--- config.mk ---
export PLATFORM = sky130hd
export DESIGN_NAME = sdr_ones_counter
export DESIGN_NICKNAME = d
export VERILOG_FILES = /design/src/rtl/sdr_pkg.sv /design/src/rtl/sdr_ones_counter.sv
export VERILOG_INCLUDE_DIRS = /design/src /design/src/rtl
export SDC_FILE = /design/constraint.sdc
export NUM_CORES = 1
export LEC_CHECK = 0
export ABC_AREA = 1
export BUFFER_PORTS_ARGS = -buffer_cell sky130_fd_sc_hd__clkbuf_2
export CORE_AREA = 3 3 399 401
export CTS_CLUSTER_SIZE = 24
export DETAILED_ROUTE_END_ITERATION = 6
export DIE_AREA = 0 0 402 404
export PLACE_DENSITY = 0.36
export SYNTH_ARGS = -nofsm -noshare
export SYNTH_HDL_FRONTEND = slang
export SYNTH_SLANG_ARGS = --single-unit
--- constraint.sdc ---
create_clock -name clk_i -period 1 [get_ports clk_i]
set_input_delay 0.1 -clock clk_i [delete_from_list [all_inputs] [get_ports clk_i]]
set_output_delay 0.1 -clock clk_i [all_outputs]
set_load 0.01 [all_outputs]
--- src/rtl/sdr_config.svh ---
// matrix geometry, row fifo depth and index list length
`ifndef SDR_CONFIG_SVH
`define SDR_CONFIG_SVH

// matrix geometry
`define SDR_ROWS 32
`define SDR_WIDTH 32
`define SDR_COL_W 5
`define SDR_ROW_W 5

// entries per row fifo
`define SDR_FIFO_DEPTH 8

// index list, packed two entries per 32-bit word
`define SDR_MAX_INDEXES 32
`define SDR_INDEX_W 16

// wide enough for a fully set 32x32 matrix
`define SDR_COUNT_W 11

`endif
--- src/rtl/sdr_pkg.sv ---
// vector typedefs, push and status structs and scanner state enum
`default_nettype none

`include "sdr_config.svh"

package sdr_pkg;

	typedef logic [`SDR_WIDTH-1:0] sdr_row_t;
	typedef sdr_row_t [`SDR_ROWS-1:0] sdr_matrix_t;

	typedef logic [`SDR_COL_W-1:0] col_t;
	typedef logic [`SDR_ROW_W-1:0] row_idx_t;

	// {zeros, row[9:5], col[4:0]}, all ones when unused
	typedef logic [`SDR_INDEX_W-1:0] index_t;
	typedef logic [`SDR_COUNT_W-1:0] count_t;

	// one bit per row
	typedef logic [`SDR_ROWS-1:0] row_mask_t;
	typedef col_t [`SDR_ROWS-1:0] col_array_t;
	typedef index_t [`SDR_MAX_INDEXES-1:0] index_list_t;

	// one column shared by every row selected in the mask
	typedef struct packed {
		row_mask_t mask;
		col_t      col;
	} fifo_push_t;

	typedef struct packed {
		logic   done;
		logic   overflow;
		count_t num_indexes;
		count_t num_ones;
	} sdr_status_t;

	typedef enum logic [1:0] {
		SCAN_IDLE,
		SCAN_RUN,
		SCAN_DRAIN
	} scan_state_e;

endpackage

`default_nettype wire

--- src/rtl/sdr_ones_counter.sv ---
// registered population count of the latched matrix
`timescale 1ns/1ps
`default_nettype none

`include "sdr_config.svh"

module sdr_ones_counter
	import sdr_pkg::*;
(
	input  logic        clk_i,
	input  logic        rst_ni,
	input  logic        clr_i,
	input  sdr_matrix_t matrix_i,
	output count_t      num_ones_o
);

	localparam int ROW_CNT_W = $clog2(`SDR_WIDTH + 1);

	logic [ROW_CNT_W-1:0] row_ones [`SDR_ROWS];
	count_t               total;
	count_t               num_ones_q;
	logic                 load_q;

	// per-row counts
	for (genvar r = 0; r < `SDR_ROWS; r++) begin : g_row
		assign row_ones[r] = ROW_CNT_W'($countones(matrix_i[r]));
	end

	always_comb begin
		total = '0;
		for (int r = 0; r < `SDR_ROWS; r++) begin
			total = total + count_t'(row_ones[r]);
		end
	end

	// matrix is latched on the clear edge, so load one cycle later
	always_ff @(posedge clk_i or negedge rst_ni) begin
		if (!rst_ni) begin
			load_q     <= 1'b0;
			num_ones_q <= '0;
		end else begin
			load_q <= clr_i;
			if (clr_i) begin
				num_ones_q <= '0;
			end else if (load_q) begin
				num_ones_q <= total;
			end
		end
	end

	assign num_ones_o = num_ones_q;

endmodule

`default_nettype wire

==> results.sh <==
export IMPL_outcome="finished, violations left"
export IMPL_violations="setup timing"
export IMPL_hp_start="clr_i"
export IMPL_slowest_delay_ps=550
export IMPL_ys_seq_elements=12
export IMPL_cap_violations=0
export IMPL_grt_pass1_wl_mm=179
export IMPL_synth_fp_nets=5006
export IMPL_root_buffer="clkbuf_16"
export IMPL_register_area_um2=300
export IMPL_fin_cells=6001
export IMPL_holdPathStages=1
export IMPL_totalWireLength_mm=127
export IMPL_drtAntennaViolNets=0
export IMPL_wire_per_inst_um=21.1
export IMPL_synth_edf_count=0
export IMPL_worst_pin_slew_ps=390
export IMPL_cts_buffers=3
export IMPL_num_nets_final=6079
export IMPL_skew_ps=1.66
export IMPL_start_kind="input port"
export IMPL_syn2layout_area_growth_pct=30.4
export IMPL_use_met3_pct=4.31
export IMPL_floorplan_initialDensity_pct=18.2
export IMPL_tritoncts="built"
export IMPL_async_flop_share_pct=100
export IMPL_clk_path_buf_depth=2
export IMPL_cp_arrival_ps=9380
export IMPL_cp_end_kind="register"
export IMPL_hp_class="in2reg"
export IMPL_clkTransAtPathRegs_ps=50
export IMPL_rr_worst_depth=4
export IMPL_finalCriticalPeriod_ps=9200
export IMPL_fin_ws_ps=-8200
export IMPL_cts_sinks=12
export IMPL_ios=1038
export IMPL_multi_input_area_mm2=0.0225
export IMPL_viasPerCell=3.36
export IMPL_io_buffer_count=1037
export IMPL_design_core_area_mm2=0.156
export IMPL_postSynthAreaPerCell_um2=9.97
export IMPL_use_met1_pct=19.0
export IMPL_crit_required_ps=1180
export IMPL_finalCritPeriodShare_pct=920
export IMPL_grt_total_usage_pct=15.8
export IMPL_syn_inst=2852
export IMPL_post_synth_top_area_cell="fa_1"
export IMPL_yosysTopAreaCellShare_pct=70.7
export IMPL_fillers=17300
export IMPL_timing_rr_start="load_q"
export IMPL_dr_first_iter_drc_count=506
export IMPL_dp_hpwl_mm=128
export IMPL_ys_types=20
export IMPL_finalWeightedCongestion=0.961
export IMPL_drcViolationCount=0
export IMPL_critPathSlowestCell="fa_1"
export IMPL_drt_first_pass_iters=6
export IMPL_die_x_um=402
export IMPL_rsz0062_at_grt="yes"
export IMPL_yosysSeqAreaShare_pct=1.06
export IMPL_overflow=0
export IMPL_worstSkewPairLatency_ps=240
export IMPL_path_class="in2reg"
export IMPL_rows=145
export IMPL_fp_dieH_um=404
export IMPL_die_area_mm2=0.162
export IMPL_vias=20200
export IMPL_max_freq_ghz=0.109
export IMPL_grt_max_degree=13
export IMPL_ctsHtreeMaxLevel=1
export IMPL_mostFrequentLayoutCells="inv_1 (1574), clkbuf_2 (1033), fa_1 (910)"
export IMPL_synth_warnings=0
export IMPL_slew_headroom_pct=73.9
export IMPL_grt_pass1_vias=25000
export IMPL_crit_path_frequent_cell="fa_1"
export IMPL_critPathMaxFanout=3
export IMPL_final_common_cell="inv_1"
export IMPL_grt_use_met2_pct=29.1
export IMPL_globalRoute_busiestLayer="met2"
export IMPL_netlist_area_mm2=0.0284
export IMPL_finalSetupViolations=11
export IMPL_hold_viol_final=0
export IMPL_synth_area_top_cells="fa_1 (71%), inv_1 (21%), ha_1 (5.4%), dfrtp_1 (1.1%), nand2_1 (0.71%)"
export IMPL_ys_flop_type="dfrtp_1"
export IMPL_maxSlewViolCount=0
export IMPL_cp_startpoint="matrix_i[659]"
export IMPL_drive_above_1_share_pct=31.5
export IMPL_antenna_found_initial=60
export IMPL_dp_cells=5974
==> area by class of cell <==
| type | count | share of cell area (%) |
|---|---|---|
| Multi-Input combinational cell | 1228 | 60.7 |
| Clock buffer | 4 | 0.239 |
| Tap cell | 2058 | 6.94 |
| Sequential cell | 12 | 0.809 |
| Inverter | 1611 | 16.3 |
| Antenna cell | 19 | 0.128 |
| Timing Repair Buffer | 1069 | 14.9 |
==> kinds of logic after synthesis <==
logic type	count (synthesis)	synth area share, %
AOI/OAI and AO/OA	14	0.290
adders and majority gates	1127	76.1
buffers and inverters	1612	21.3
DFF	12	1.06
and+or+nand+nor	87	1.32
==> flip-flops by register name, summed over array words and instances (netlist names) <==
name	flops
num_ones_o	11
load_q	1
==> through the flow <==
stage | area, µm² | setup TNS, ps | hold WS, ps | util (%) | setup slack [ps]
final | 37100 | -88430 | 36.2 | 23.8 | -8200
after CTS | 36800 | -89400 | 28.2 | 23.6 | -8250
after detailed placement | 36600 | -94410 | 24.6 | 23.4 | -8750
after floorplan | 28600 | -84270 | -196 | - | -7830
after global routing | 37100 | -91730 | 34.1 | 23.8 | -8490
after global placement | 36600 | -94710 | 32.5 | 23.4 | -8780
==> cells in the mapped netlist, drive strengths merged, types with 5 or more instances <==
| cell type | number |
|---|---|
| inv | 1611 |
| nand3 | 13 |
| ha | 123 |
| a21oi | 6 |
| o21ai | 5 |
| fa | 1004 |
| nand2 | 54 |
| nor2 | 13 |
| dfrtp | 12 |
==> final timing paths <==
path	to	slack, ps
worst min register to register	num_ones_o[4]	470
worst min-delay path	load_q	40
min in group asynchronous	num_ones_o[1]	380
worst max-delay path	num_ones_o[6]	-8200
worst max register to register	num_ones_o[2]	10
max in group asynchronous	num_ones_o[10]	370
==> layer usage <==
metal  wire [µm]  vias to the layer above  share of wire [%]
li1            -                     9283                  -
met1       49700                    10300                 39
met2       67100                      474                 53
met3        8790                       85                6.9
met4         782                       54               0.62
met5         368                        -               0.29
==> what timing repair did <==
item                                    CTS  global route
setup buffers                             0             3
hold buffers                              1             0
pin swaps                                12            63
endpoints found under the setup margin   11            11
resized for setup                        50           107
hold endpoints to repair                 12             0
==> worst max-delay path: cells and delay by family <==
family                     cells  cell delay (ps)
AOI/OAI and AO/OA              2              200
adders and majority gates     17             8070
buffers and inverters         11              770
and+or+nand+nor                3              220
Power is left out: the tool's default activity adds up to more than one toggle a clock period on the data nets, which glitch-free logic cannot reach.
