### src/rtl/sdr_config.svh
// matrix geometry, row fifo depth and index list length
`ifndef SDR_CONFIG_SVH
`define SDR_CONFIG_SVH

// matrix geometry
`define SDR_ROWS 32
`define SDR_WIDTH 32
`define SDR_COL_W 5
`define SDR_ROW_W 5

// entries per row fifo
`define SDR_FIFO_DEPTH 8

// index list, packed two entries per 32-bit word
`define SDR_MAX_INDEXES 32
`define SDR_INDEX_W 16

// wide enough for a fully set 32x32 matrix
`define SDR_COUNT_W 11

`endif
### src/rtl/sdr_pkg.sv
// vector typedefs, push and status structs and scanner state enum
`default_nettype none

`include "sdr_config.svh"

package sdr_pkg;

	typedef logic [`SDR_WIDTH-1:0] sdr_row_t;
	typedef sdr_row_t [`SDR_ROWS-1:0] sdr_matrix_t;

	typedef logic [`SDR_COL_W-1:0] col_t;
	typedef logic [`SDR_ROW_W-1:0] row_idx_t;

	// {zeros, row[9:5], col[4:0]}, all ones when unused
	typedef logic [`SDR_INDEX_W-1:0] index_t;
	typedef logic [`SDR_COUNT_W-1:0] count_t;

	// one bit per row
	typedef logic [`SDR_ROWS-1:0] row_mask_t;
	typedef col_t [`SDR_ROWS-1:0] col_array_t;
	typedef index_t [`SDR_MAX_INDEXES-1:0] index_list_t;

	// one column shared by every row selected in the mask
	typedef struct packed {
		row_mask_t mask;
		col_t      col;
	} fifo_push_t;

	typedef struct packed {
		logic   done;
		logic   overflow;
		count_t num_indexes;
		count_t num_ones;
	} sdr_status_t;

	typedef enum logic [1:0] {
		SCAN_IDLE,
		SCAN_RUN,
		SCAN_DRAIN
	} scan_state_e;

endpackage

`default_nettype wire

### src/rtl/sdr_index_fifos.sv
// bank of per-row synchronous fifos holding column numbers
`timescale 1ns/1ps
`default_nettype none

`include "sdr_config.svh"

module sdr_index_fifos
	import sdr_pkg::*;
(
	input  logic       clk_i,
	input  logic       rst_ni,
	input  logic       clr_i,
	input  fifo_push_t push_i,
	input  row_mask_t  pop_mask_i,
	output row_mask_t  full_mask_o,
	output row_mask_t  rvalid_mask_o,
	output col_array_t rdata_o
);

	localparam int PTR_W = $clog2(`SDR_FIFO_DEPTH);
	localparam int CNT_W = PTR_W + 1;
	localparam logic [CNT_W-1:0] DEPTH = CNT_W'(`SDR_FIFO_DEPTH);

	for (genvar r = 0; r < `SDR_ROWS; r++) begin : g_row
		col_t             mem_q [`SDR_FIFO_DEPTH];
		logic [PTR_W-1:0] wptr_q;
		logic [PTR_W-1:0] rptr_q;
		logic [CNT_W-1:0] cnt_q;
		logic             full;
		logic             valid;
		logic             wr_en;
		logic             rd_en;

		assign full  = (cnt_q == DEPTH);
		assign valid = (cnt_q != '0);

		// a full fifo drops nothing since the scanner stalls first
		assign wr_en = push_i.mask[r] && !full;
		assign rd_en = pop_mask_i[r] && valid;

		assign full_mask_o[r]   = full;
		assign rvalid_mask_o[r] = valid;
		assign rdata_o[r]       = mem_q[rptr_q];

		always_ff @(posedge clk_i or negedge rst_ni) begin
			if (!rst_ni) begin
				wptr_q <= '0;
				rptr_q <= '0;
				cnt_q  <= '0;
			end else if (clr_i) begin
				wptr_q <= '0;
				rptr_q <= '0;
				cnt_q  <= '0;
			end else begin
				if (wr_en) begin
					wptr_q <= wptr_q + 1'b1;
				end
				if (rd_en) begin
					rptr_q <= rptr_q + 1'b1;
				end
				// simultaneous push and pop leaves the count unchanged
				if (wr_en && !rd_en) begin
					cnt_q <= cnt_q + 1'b1;
				end else if (rd_en && !wr_en) begin
					cnt_q <= cnt_q - 1'b1;
				end
			end
		end

		always_ff @(posedge clk_i) begin
			if (wr_en) begin
				mem_q[wptr_q] <= push_i.col;
			end
		end
	end

endmodule

`default_nettype wire

### config.mk
export PLATFORM = sky130hd
export DESIGN_NAME = sdr_index_fifos
export DESIGN_NICKNAME = d
export VERILOG_FILES = /design/src/rtl/sdr_pkg.sv /design/src/rtl/sdr_index_fifos.sv
export VERILOG_INCLUDE_DIRS = /design/src /design/src/rtl
export SDC_FILE = /design/constraint.sdc
export NUM_CORES = 2
export LEC_CHECK = 0
export BUFFER_PORTS_ARGS = -buffer_cell sky130_fd_sc_hd__buf_4
export CORE_MARGIN = 2
export CORE_UTILIZATION = 40
export CTS_CLUSTER_DIAMETER = 50
export DETAILED_ROUTE_END_ITERATION = 6
export PLACE_DENSITY = 0.61
export SLEW_MARGIN = 0
export SYNTH_ARGS = -nofsm -noshare
export SYNTH_HDL_FRONTEND = slang
export SYNTH_SLANG_ARGS = --single-unit
### constraint.sdc
create_clock -name clk_i -period 2.6 [get_ports clk_i]
set_input_delay 0 -clock clk_i [delete_from_list [all_inputs] [get_ports clk_i]]
set_output_delay 0 -clock clk_i [all_outputs]
set_load 0.01 [all_outputs]
==> results_dict.tcl <==
set metrics [dict create \
    die_area_sq_mm 0.183 \
    fillers 15125 \
    via_count 39813 \
    via_per_inst 5.23 \
    finalWeightedCongestion 0.813 \
    swShare 0.311 \
    cts.sinks 1600 \
    rsz0062_at_grt "true" \
    grtUsageTotal 0.165 \
    seqCellArea_sq_mm 0.0465 \
    finalSetupViolCount 0 \
    timing.final.ws_setup_ps 67.7 \
    maxSlewHeadroom 0.137 \
    synth_top_cell_by_area "edfxtp_1" \
    avgSynthCellArea_sq_um 16.1 \
    cts-root-buf "clkbuf_16" \
    power_frac_seq 0.384 \
    clkTransAtPathRegs_ps 60 \
    start_kind "register" \
    reg2reg_depth 8 \
    min_path_type "primary input to register" \
    finalNonFillerCells 7613 \
    wirelength_microns 151000 \
    synth.cell_area_sq_mm 0.0718 \
    areaGrowthSynthToFinish_pct 20.0 \
    synth_area_leaders "edfxtp_1 (54%), dfrtp_1 (11%), mux4_2 (10%)" \
    timing.hold.ws_ps 111 \
    finalCriticalPeriod_ps 2530 \
    synth_cell_types 39 \
    cts_tree "yes" \
    numPortBuffers 295 \
    die_width_microns 428 \
    worst_slew_pin_slew_ps 1280 \
    grt_max_degree 134 \
    synth_seq_area_share 0.646 \
    placed_area_sq_mm 0.0779 \
    p_clk_frac 0.311 \
    pwr-share-comb 0.306 \
    multi_input_area_sq_mm 0.0234 \
    p_int_mw 61.0 \
    crit_required_ps 3320 \
    first_global_vias 41215 \
    synth_nets 4690 \
    drtPass1Iterations 5 \
    cp-end-kind "register" \
    async_reset_ff_frac 0.200 \
    status "complete, no violations" \
    final_antenna_net_count 0 \
    start_util 0.403 \
    yosys_most_used_dff "edfxtp_1" \
    place_ws_ps 30.1 \
    p_sw_mw 27.5 \
    synth_edf_count 1280 \
    ioPinCount 296 \
    drive_gt1_frac 0.300 \
    cts_inserted_buffers 188 \
    synthesis.instances 4458 \
    slew_viol_final 0 \
    ys_ff_latch 1600 \
    holdPathStages 5 \
    fin_crit_sh 0.974 \
    wl_per_cell_microns 19.8 \
    final_util 0.483 \
    finalClockSkew_ps 38.0 \
    yosysWarnings 0 \
    synth_common_cells "edfxtp_1 (1280), dfrtp_1 (320), mux4_2 (320), nor2_1 (320), nand2_1 (224)" \
    final-hold-violation-count 0 \
    coreArea_sq_mm 0.178 \
    grt_pass1_wl_microns 238000 \
    synth_top_area_frac 0.535 \
    max_freq_mhz 395 \
    cp_data_arrival_time_ps 3250 \
    crit_type "register to register" \
    dieHeight_microns 428 \
    antenna_found_initial 3 \
    post-route-cell-area_sq_mm 0.0862 \
    maxCapViolations 0 \
    clkLatencyLatePin_ps 820 \
    ir_worst_vdd_v 0.000631 \
    yosysMostFrequentCell "edfxtp_1" \
    powerDensity_mw_per_mm2 1030 \
    p_leak_nw 30.8 \
    dr.first_iter.drc_count 2340 \
    rows 155 \
    drc 0 \
    dp_cells 7112 \
    grt-ovfl-total 0 \
    dp_hpwl_microns 97600 \
    worstPathMaxFanout 5 \
    layout.nets 5322 \
    cts_max_level 4 \
    ctsLongestPathBuffers 3 \
]
## power by group through the flow
| stage | registers (mW) | clock network (mW) | logic [mW] |
|---|---|---|---|
| floorplan | 32.8 | 0 | 19.5 |
| finish | 34.0 | 27.5 | 27.1 |
| CTS | 33.9 | 28.3 | 27.2 |
| detailed placement | 34.5 | 0 | 26.5 |
| global placement | 34.3 | 0 | 26.1 |
| global route | 34.5 | 29.3 | 29.6 |
## state kept, by name, summed over array words and instances (netlist names)
signal        cells
g_row.cnt_q     128
g_row.mem_q    1280
g_row.wptr_q     96
g_row.rptr_q     96
## cell usage in the layout, fill, tap and decap left out, types with 46 or more instances in the layout
master,count
a211oi_1,64
buf_4,569
xor2_1,96
mux2i_1,64
inv_1,124
nand2b_1,118
or4b_1,59
xnor2_1,96
nand3_1,96
dfrtp_2,46
ha_1,128
nand2_1,224
mux4_2,320
dfrtp_1,272
nor3_1,160
a21oi_1,160
nor2_1,320
clkbuf_16,189
dlygate4sd3_1,134
edfxtp_1,1280
mux2_2,160
## layer usage
metal / wire (microns) / GRT usage / vias up
li1: - / - / 18603
met1: 65500 / 0.214 / 20315
met2: 75700 / 0.280 / 669
met3: 5590 / 0.0284 / 226
met4: 4200 / 0.0548 / 0
met5: 0 / 0 / -
## final cells by class
class / count / area share
flip-flops and latches: 1600 / 0.539
multi-input cells: 2432 / 0.271
repair buffers: 740 / 0.0725
clock buffers: 232 / 0.0583
well taps: 2355 / 0.0342
clock inverters: 124 / 0.0188
inverters: 128 / 0.00557
diodes: 2 / 0.0000580
## what timing repair did
action                                  4_1_cts  5_1_grt
gates resized for setup                      24       77
endpoints found under the setup margin       89       41
hold buffers                                135        0
endpoints found under the hold margin      2734        0
setup buffers                                 7        0
gates cloned                                  0        0
## critical path: stages, from the launching register on
cell and delay [ps]:
dfrtp_1 460, or4b_1 560, and3_4 220, inv_1 80
ha_1 220, a21o_1 200, a2111oi_1 460, mux2i_1 150
o311ai_2 90
## final timing paths
| path | startpoint | end | slack, ps |
|---|---|---|---|
| setup / recovery | g_row[13].cnt_q[0]$_DFFE_PN0P_ | g_row[13].cnt_q[3]$_DFFE_PN0P_ | 70 |
| hold / removal | pop_mask_i[18] | g_row[18].rptr_q[1]$_DFFE_PN0P_ | 110 |
| setup reg to reg | g_row[13].cnt_q[0]$_DFFE_PN0P_ | g_row[13].cnt_q[3]$_DFFE_PN0P_ | 70 |
| hold reg to reg | g_row[1].rptr_q[0]$_DFFE_PN0P_ | g_row[1].rptr_q[0]$_DFFE_PN0P_ | 600 |
| max in group asynchronous | rst_ni | g_row[15].cnt_q[3]$_DFFE_PN0P_ | 1610 |
| min in group asynchronous | rst_ni | g_row[27].wptr_q[1]$_DFFE_PN0P_ | 570 |
## per-stage QoR
step                      TNS (ps)  total power, mW
after global routing          -194             93.4
final                            0             88.5
after global placement           0             60.4
after CTS                        0             89.4
after detailed placement         0             61.0
after floorplan                  0             52.3
## cells by family (layout without fill, tap and decap cells)
logic type | Yosys count | in the layout | synth area share
buffers and inverters | 426 | 1224 | 0.0301
multiplexers | 544 | 544 | 0.134
other | 0 | 2 | 0
AO/OA/AOI/OAI | 480 | 480 | 0.0604
flip-flops | 1600 | 1600 | 0.646
XOR/XNOR | 192 | 192 | 0.0234
AND/OR/NAND/NOR | 1056 | 1056 | 0.0741
adder cells (fa/ha/maj) | 160 | 160 | 0.0312
No activity file was read; power rests on OpenSTA's default activity.
