[src/rtl/sdr_config.svh]
// matrix geometry, row fifo depth and index list length
`ifndef SDR_CONFIG_SVH
`define SDR_CONFIG_SVH

// matrix geometry
`define SDR_ROWS 32
`define SDR_WIDTH 32
`define SDR_COL_W 5
`define SDR_ROW_W 5

// entries per row fifo
`define SDR_FIFO_DEPTH 8

// index list, packed two entries per 32-bit word
`define SDR_MAX_INDEXES 32
`define SDR_INDEX_W 16

// wide enough for a fully set 32x32 matrix
`define SDR_COUNT_W 11

`endif
[src/rtl/sdr_pkg.sv]
// vector typedefs, push and status structs and scanner state enum
`default_nettype none

`include "sdr_config.svh"

package sdr_pkg;

	typedef logic [`SDR_WIDTH-1:0] sdr_row_t;
	typedef sdr_row_t [`SDR_ROWS-1:0] sdr_matrix_t;

	typedef logic [`SDR_COL_W-1:0] col_t;
	typedef logic [`SDR_ROW_W-1:0] row_idx_t;

	// {zeros, row[9:5], col[4:0]}, all ones when unused
	typedef logic [`SDR_INDEX_W-1:0] index_t;
	typedef logic [`SDR_COUNT_W-1:0] count_t;

	// one bit per row
	typedef logic [`SDR_ROWS-1:0] row_mask_t;
	typedef col_t [`SDR_ROWS-1:0] col_array_t;
	typedef index_t [`SDR_MAX_INDEXES-1:0] index_list_t;

	// one column shared by every row selected in the mask
	typedef struct packed {
		row_mask_t mask;
		col_t      col;
	} fifo_push_t;

	typedef struct packed {
		logic   done;
		logic   overflow;
		count_t num_indexes;
		count_t num_ones;
	} sdr_status_t;

	typedef enum logic [1:0] {
		SCAN_IDLE,
		SCAN_RUN,
		SCAN_DRAIN
	} scan_state_e;

endpackage

`default_nettype wire

[src/rtl/sdr_index_collector.sv]
// index collector: priority pop, index list, counter and done/overflow
`timescale 1ns/1ps
`default_nettype none

`include "sdr_config.svh"

module sdr_index_collector
	import sdr_pkg::*;
(
	input  logic        clk_i,
	input  logic        rst_ni,
	input  logic        clr_i,
	input  row_mask_t   rvalid_mask_i,
	input  col_array_t  rdata_i,
	input  logic        scan_done_i,
	output row_mask_t   pop_mask_o,
	output logic        done_o,
	output logic        overflow_o,
	output count_t      num_indexes_o,
	output index_list_t index_list_o
);

	localparam int SLOT_W = $clog2(`SDR_MAX_INDEXES);
	localparam count_t MAX_SLOTS = count_t'(`SDR_MAX_INDEXES);

	row_idx_t    sel_row;
	logic        any_valid;
	index_t      entry;
	count_t      idx_cnt_q;
	logic        done_q;
	logic        overflow_q;
	index_list_t list_q;
	logic        slot_free;

	// lowest valid row wins
	always_comb begin
		sel_row   = '0;
		any_valid = 1'b0;
		for (int r = `SDR_ROWS - 1; r >= 0; r--) begin
			if (rvalid_mask_i[r]) begin
				sel_row   = row_idx_t'(r);
				any_valid = 1'b1;
			end
		end
	end

	assign pop_mask_o = any_valid ? (row_mask_t'(1) << sel_row) : '0;

	// row in [9:5], column in [4:0]
	assign entry = index_t'({sel_row, rdata_i[sel_row]});

	assign slot_free = (idx_cnt_q < MAX_SLOTS);

	always_ff @(posedge clk_i or negedge rst_ni) begin
		if (!rst_ni) begin
			idx_cnt_q  <= '0;
			overflow_q <= 1'b0;
			done_q     <= 1'b0;
		end else if (clr_i) begin
			idx_cnt_q  <= '0;
			overflow_q <= 1'b0;
			done_q     <= 1'b0;
		end else begin
			if (any_valid) begin
				idx_cnt_q <= idx_cnt_q + 1'b1;
				if (!slot_free) begin
					overflow_q <= 1'b1;
				end
			end
			// scan finished and nothing left in any fifo
			if (scan_done_i && !any_valid) begin
				done_q <= 1'b1;
			end
		end
	end

	// unused slots read as all ones
	always_ff @(posedge clk_i or negedge rst_ni) begin
		if (!rst_ni) begin
			list_q <= '1;
		end else if (clr_i) begin
			list_q <= '1;
		end else if (any_valid && slot_free) begin
			list_q[idx_cnt_q[SLOT_W-1:0]] <= entry;
		end
	end

	assign done_o        = done_q;
	assign overflow_o    = overflow_q;
	assign num_indexes_o = idx_cnt_q;
	assign index_list_o  = list_q;

endmodule

`default_nettype wire

[config.mk]
export PLATFORM = sky130hd
export DESIGN_NAME = sdr_index_collector
export DESIGN_NICKNAME = d
export VERILOG_FILES = /design/src/rtl/sdr_pkg.sv /design/src/rtl/sdr_index_collector.sv
export VERILOG_INCLUDE_DIRS = /design/src /design/src/rtl
export SDC_FILE = /design/constraint.sdc
export NUM_CORES = 1
export LEC_CHECK = 0
export BUFFER_PORTS_ARGS = -buffer_cell sky130_fd_sc_hd__buf_4
export CORE_AREA = 3 3 293 295
export CTS_CLUSTER_SIZE = 30
export DETAILED_ROUTE_END_ITERATION = 6
export DIE_AREA = 0 0 296 298
export PLACE_DENSITY = 0.52
export REMOVE_ABC_BUFFERS = 1
export SYNTH_ARGS = -nofsm -noshare
export SYNTH_HDL_FRONTEND = slang
export SYNTH_SLANG_ARGS = --single-unit
[constraint.sdc]
create_clock -name clk_i -period 2.3 [get_ports clk_i]
set_input_delay 0 -clock clk_i [delete_from_list [all_inputs] [get_ports clk_i]]
set_output_delay 0 -clock clk_i [all_outputs]
set_load 0.1 [all_outputs]
==> impl_metrics.json <==
{
  "clock_tree.root_cell": "sky130_fd_sc_hd__clkbuf_16",
  "worst_ep_required_time_ns": 2.78,
  "timing.setup.critical_path_class": "primary input to flop",
  "netlist.area_leader.share_pct": 52.1,
  "multi_input_area_um2": 7410,
  "ctsLongestPathBuffers": 3,
  "post_route_skew_ns": 0.0141,
  "internal_power_mw": 12.2,
  "switching_power_mw": 5.66,
  "vias": 16600,
  "wire_per_inst_um": 23.9,
  "routabilityCongestion": 0.908,
  "proportion_of_power_drawn_by_the_clock_network_pct": 38.6,
  "fillCellCount": 8427,
  "asyncSetResetFlopFracSynth_pct": 100,
  "report.final.setup_viol": 172,
  "via_count_of_the_first_global_routing_pass": 16400,
  "synth_enable_flop_cells": 0,
  "timing.critical_path.cells": "buf_8 -> buf_4 -> or4_4 -> a211oi_4 -> o211a_1 -> nor2_4 -> buf_4 -> and3_1 -> o2bb2ai_1 -> nor4b_4 -> nor3_4 -> buf_12 -> buf_16 -> o22a_1",
  "drc": 0,
  "worst_setup_path_start_kind": "primary input",
  "final_max_slew_viol_count": 0,
  "netlist_instances": 1720,
  "largest_cells_by_area_after_synthesis": "sky130_fd_sc_hd__dfstp_2 52%, sky130_fd_sc_hd__nor2_1 7.1%, sky130_fd_sc_hd__buf_4 6.9%, sky130_fd_sc_hd__a21oi_1 6.2%, sky130_fd_sc_hd__o22a_1 2.9%",
  "initial_core_util_pct": 21.3,
  "critical-path-top-delay-family": "simple AND/OR/NAND/NOR gates",
  "layout.nets": 2772,
  "post-route-cell-area_um2": 29000,
  "power.density_nw_per_um2": 615,
  "p_sw_share_pct": 31.7,
  "placement.setup.worst_slack_ns": -0.841,
  "worst_hold_slack_ns": 0.0986,
  "p_leak_nw": 11.9,
  "drt_iter0_markers": 855,
  "clkLatencyLatePin_ns": 0.56,
  "cp_slowest_cell": "sky130_fd_sc_hd__or4_4",
  "critical_path.endpoint_type": "flop",
  "antenna_violating_nets_post_route": 0,
  "rsz0062_at_grt": "yes",
  "setup_ws_ns": -0.201,
  "finalCritPeriodShare_pct": 109,
  "critical_path_buf_inv_count": 5,
  "maximum_level_of_the_cts_h_tree": 2,
  "cpPeakStageDelay_ns": 0.53,
  "min_period_ns": 2.50,
  "grt_start_max_net_pins": 65,
  "hold_path_class": "primary input to flop",
  "number_of_endpoints_with_negative_hold_slack_in_the_final_report": 0,
  "failed_checks": "negative setup slack",
  "r2r-start": "num_indexes_o[5]",
  "library_cells_used_by_synthesis": 86,
  "timing.fmax_mhz": 400,
  "place_area_um2": 25600,
  "synth-seq-cells": 365,
  "slew_headroom_pct": 50.9,
  "drive_gt1_share_pct": 66.7,
  "vdd_drop_max_mv": 0.556,
  "tritoncts_num_sinks": 365,
  "chipHeight_um": 298,
  "wl_um": 88100,
  "vias_per_cell": 4.50,
  "clkTransAtPathRegs_ns": 0.06,
  "seqPwrFrac_pct": 37.8,
  "synth.cell_area_um2": 17800,
  "result_of_the_run": "complete, but fails checks",
  "fp.dieArea_um2": 88200,
  "detailed_place_hpwl_um": 65000,
  "area_delta_synth_final_pct": 63.4,
  "cts_buffers": 43,
  "top_cell_by_count_worst_path": "sky130_fd_sc_hd__buf_4",
  "grt_first_pass_wirelength_um": 119000,
  "worstHoldStart": "clr_i",
  "setup.worst_path.start": "rvalid_mask_i[20]",
  "number_of_antenna_violations_at_the_first_check_in_global_routing": 8,
  "synth_ff_type": "sky130_fd_sc_hd__dfstp_2",
  "combinationalPowerShare_pct": 23.6,
  "core_area_um2": 83400,
  "fp-row-count": 106,
  "worstPathArrival_ns": 2.98,
  "worstPathMaxFanout": 8,
  "boundaryPins": 753,
  "cts_tree": "yes",
  "synth.yosys.seq_area_share_pct": 53.9,
  "area.sequential_um2": 9570,
  "worst_pin_slew_ns": 0.736,
  "synth_top_cell_by_area": "sky130_fd_sc_hd__dfstp_2",
  "grt-ovfl-total": 0,
  "grt.total_usage_pct": 18.5,
  "fp.dieW_um": 296,
  "ys_warn_count": 0,
  "synth_area_per_cell_um2": 10.3,
  "numPortBuffers": 752,
  "drt_pass1_iterations": 5,
  "max_cap_viol_count": 0
}
[kinds of logic after synthesis]
logic type	count (synthesis)	synth area share, %
compound gates	435	16.7
xor+xnor	8	0.394
fa+ha+maj	4	0.282
buf+inv	278	10.1
flops	365	53.9
mux	56	4.40
simple gates	574	14.3
[cell usage in the layout, fill, tap and decap left out, types with 6 or more instances in the layout]
cell type	n
sky130_fd_sc_hd__nand2b_1	23
sky130_fd_sc_hd__mux2i_1	23
sky130_fd_sc_hd__a21o_1	35
sky130_fd_sc_hd__nand3_1	11
sky130_fd_sc_hd__dfrtp_1	13
sky130_fd_sc_hd__dfstp_2	352
sky130_fd_sc_hd__clkbuf_16	50
sky130_fd_sc_hd__a211o_1	19
sky130_fd_sc_hd__nand2_2	15
sky130_fd_sc_hd__a21oi_2	64
sky130_fd_sc_hd__mux4_2	15
sky130_fd_sc_hd__mux2_2	9
sky130_fd_sc_hd__o22a_1	59
sky130_fd_sc_hd__nor2_1	297
sky130_fd_sc_hd__buf_12	57
sky130_fd_sc_hd__nand2_1	87
sky130_fd_sc_hd__clkbuf_8	6
sky130_fd_sc_hd__nor3_2	8
sky130_fd_sc_hd__clkinv_2	7
sky130_fd_sc_hd__nand2b_4	7
sky130_fd_sc_hd__nor3_1	10
sky130_fd_sc_hd__inv_1	7
sky130_fd_sc_hd__buf_6	41
sky130_fd_sc_hd__clkbuf_1	8
sky130_fd_sc_hd__buf_4	950
sky130_fd_sc_hd__buf_16	7
sky130_fd_sc_hd__a221oi_2	7
sky130_fd_sc_hd__nor2_4	40
sky130_fd_sc_hd__a21oi_1	181
sky130_fd_sc_hd__and2_1	8
sky130_fd_sc_hd__buf_8	9
[synthesized netlist by cell type, types with 6 or more instances]
cell and count:
sky130_fd_sc_hd__mux4_2 14, sky130_fd_sc_hd__and3_1 6, sky130_fd_sc_hd__mux2i_1 25, sky130_fd_sc_hd__buf_1 9, sky130_fd_sc_hd__a211o_1 20, sky130_fd_sc_hd__a221oi_1 7
sky130_fd_sc_hd__nor3_1 22, sky130_fd_sc_hd__buf_4 164, sky130_fd_sc_hd__dfstp_2 352, sky130_fd_sc_hd__o21ai_0 8, sky130_fd_sc_hd__dfrtp_1 13, sky130_fd_sc_hd__clkbuf_1 74
sky130_fd_sc_hd__buf_6 16, sky130_fd_sc_hd__inv_1 7, sky130_fd_sc_hd__a21o_1 35, sky130_fd_sc_hd__nor2_1 337, sky130_fd_sc_hd__or3_1 7, sky130_fd_sc_hd__a21oi_1 221
sky130_fd_sc_hd__mux2_2 11, sky130_fd_sc_hd__a21oi_2 29, sky130_fd_sc_hd__o22a_1 59, sky130_fd_sc_hd__nor4_1 8, sky130_fd_sc_hd__buf_2 8, sky130_fd_sc_hd__nand2b_1 31
sky130_fd_sc_hd__and2_1 12, sky130_fd_sc_hd__nand2_1 104, sky130_fd_sc_hd__nand3_1 11
[final cells by class]
| class | count | area share, % |
|---|---|---|
| clock inverter | 17 | 0.689 |
| antenna | 3 | 0.0259 |
| clock buffer | 56 | 4.12 |
| tap | 1080 | 4.65 |
| timing repair buffer | 1078 | 31.9 |
| inverter | 7 | 0.0905 |
| sequential | 365 | 33.0 |
| multi-input combinational | 1077 | 25.5 |
[layer usage]
metal	vias up	global-route usage [%]	wire length, um	share of wire, %
met5	-	0	108	0.12
met1	8276	24.7	38200	43
met2	642	30.3	41700	47
met4	14	4.24	1890	2.1
met3	108	4.38	6250	7.1
li1	7530	-	-	-
[worst paths after layout]
check                                          to  slack, ns  cells past startpoint
worst max-delay path            index_list_o[132]      -0.20                     14
worst min-delay path                       done_o        0.1                      3
worst max register to register   index_list_o[56]       0.05                     10
worst min register to register   index_list_o[89]       0.50                      2
max in group asynchronous       index_list_o[304]       1.46                      3
min in group asynchronous       index_list_o[337]       0.35                      2
[state kept, by name, indices dropped and copies added (netlist names)]
register and count:
done_o 1, index_list_o 352, num_indexes_o 11, overflow_o 1
[per-stage QoR]
stage          cells  TNS (ns)  total power [mW]  utilization (%)
4_1_cts         3647    -17.23              17.9             33.4
3_5_place_dp    3553   -236.83              10.5             30.6
3_3_place_gp    3553   -232.37              10.5             30.6
6_report        3683    -24.43              17.9             34.8
2_1_floorplan   1449   -503.61              8.81                -
5_1_grt         3681    -37.63              18.6             34.8
[tightest hold or removal path, cell delays in order]
cell and delay (ns):
sky130_fd_sc_hd__buf_4 0.15, sky130_fd_sc_hd__buf_4 0.30, sky130_fd_sc_hd__nor2_1 0.16
[power by group through the flow]
stage          combinational, mW  sequential, mW  clock (mW)
3_3_place_gp                3.65            6.85           0
5_1_grt                     4.40            6.77        7.39
6_report                    4.21            6.76        6.89
2_1_floorplan              0.723            8.09           0
4_1_cts                     3.98            6.76        7.14
3_5_place_dp                3.65            6.85           0
[repair_timing]
| action | CTS | global route |
|---|---|---|
| gates resized for setup | 151 | 186 |
| pin swaps | 8 | 29 |
| hold endpoints to repair | 71 | 0 |
| buffers inserted | 14 | 25 |
| endpoints found under the setup margin | 361 | 332 |
| hold buffers | 2 | 0 |
| cloned | 5 | 13 |
No activity file was read; power rests on OpenSTA's default activity.
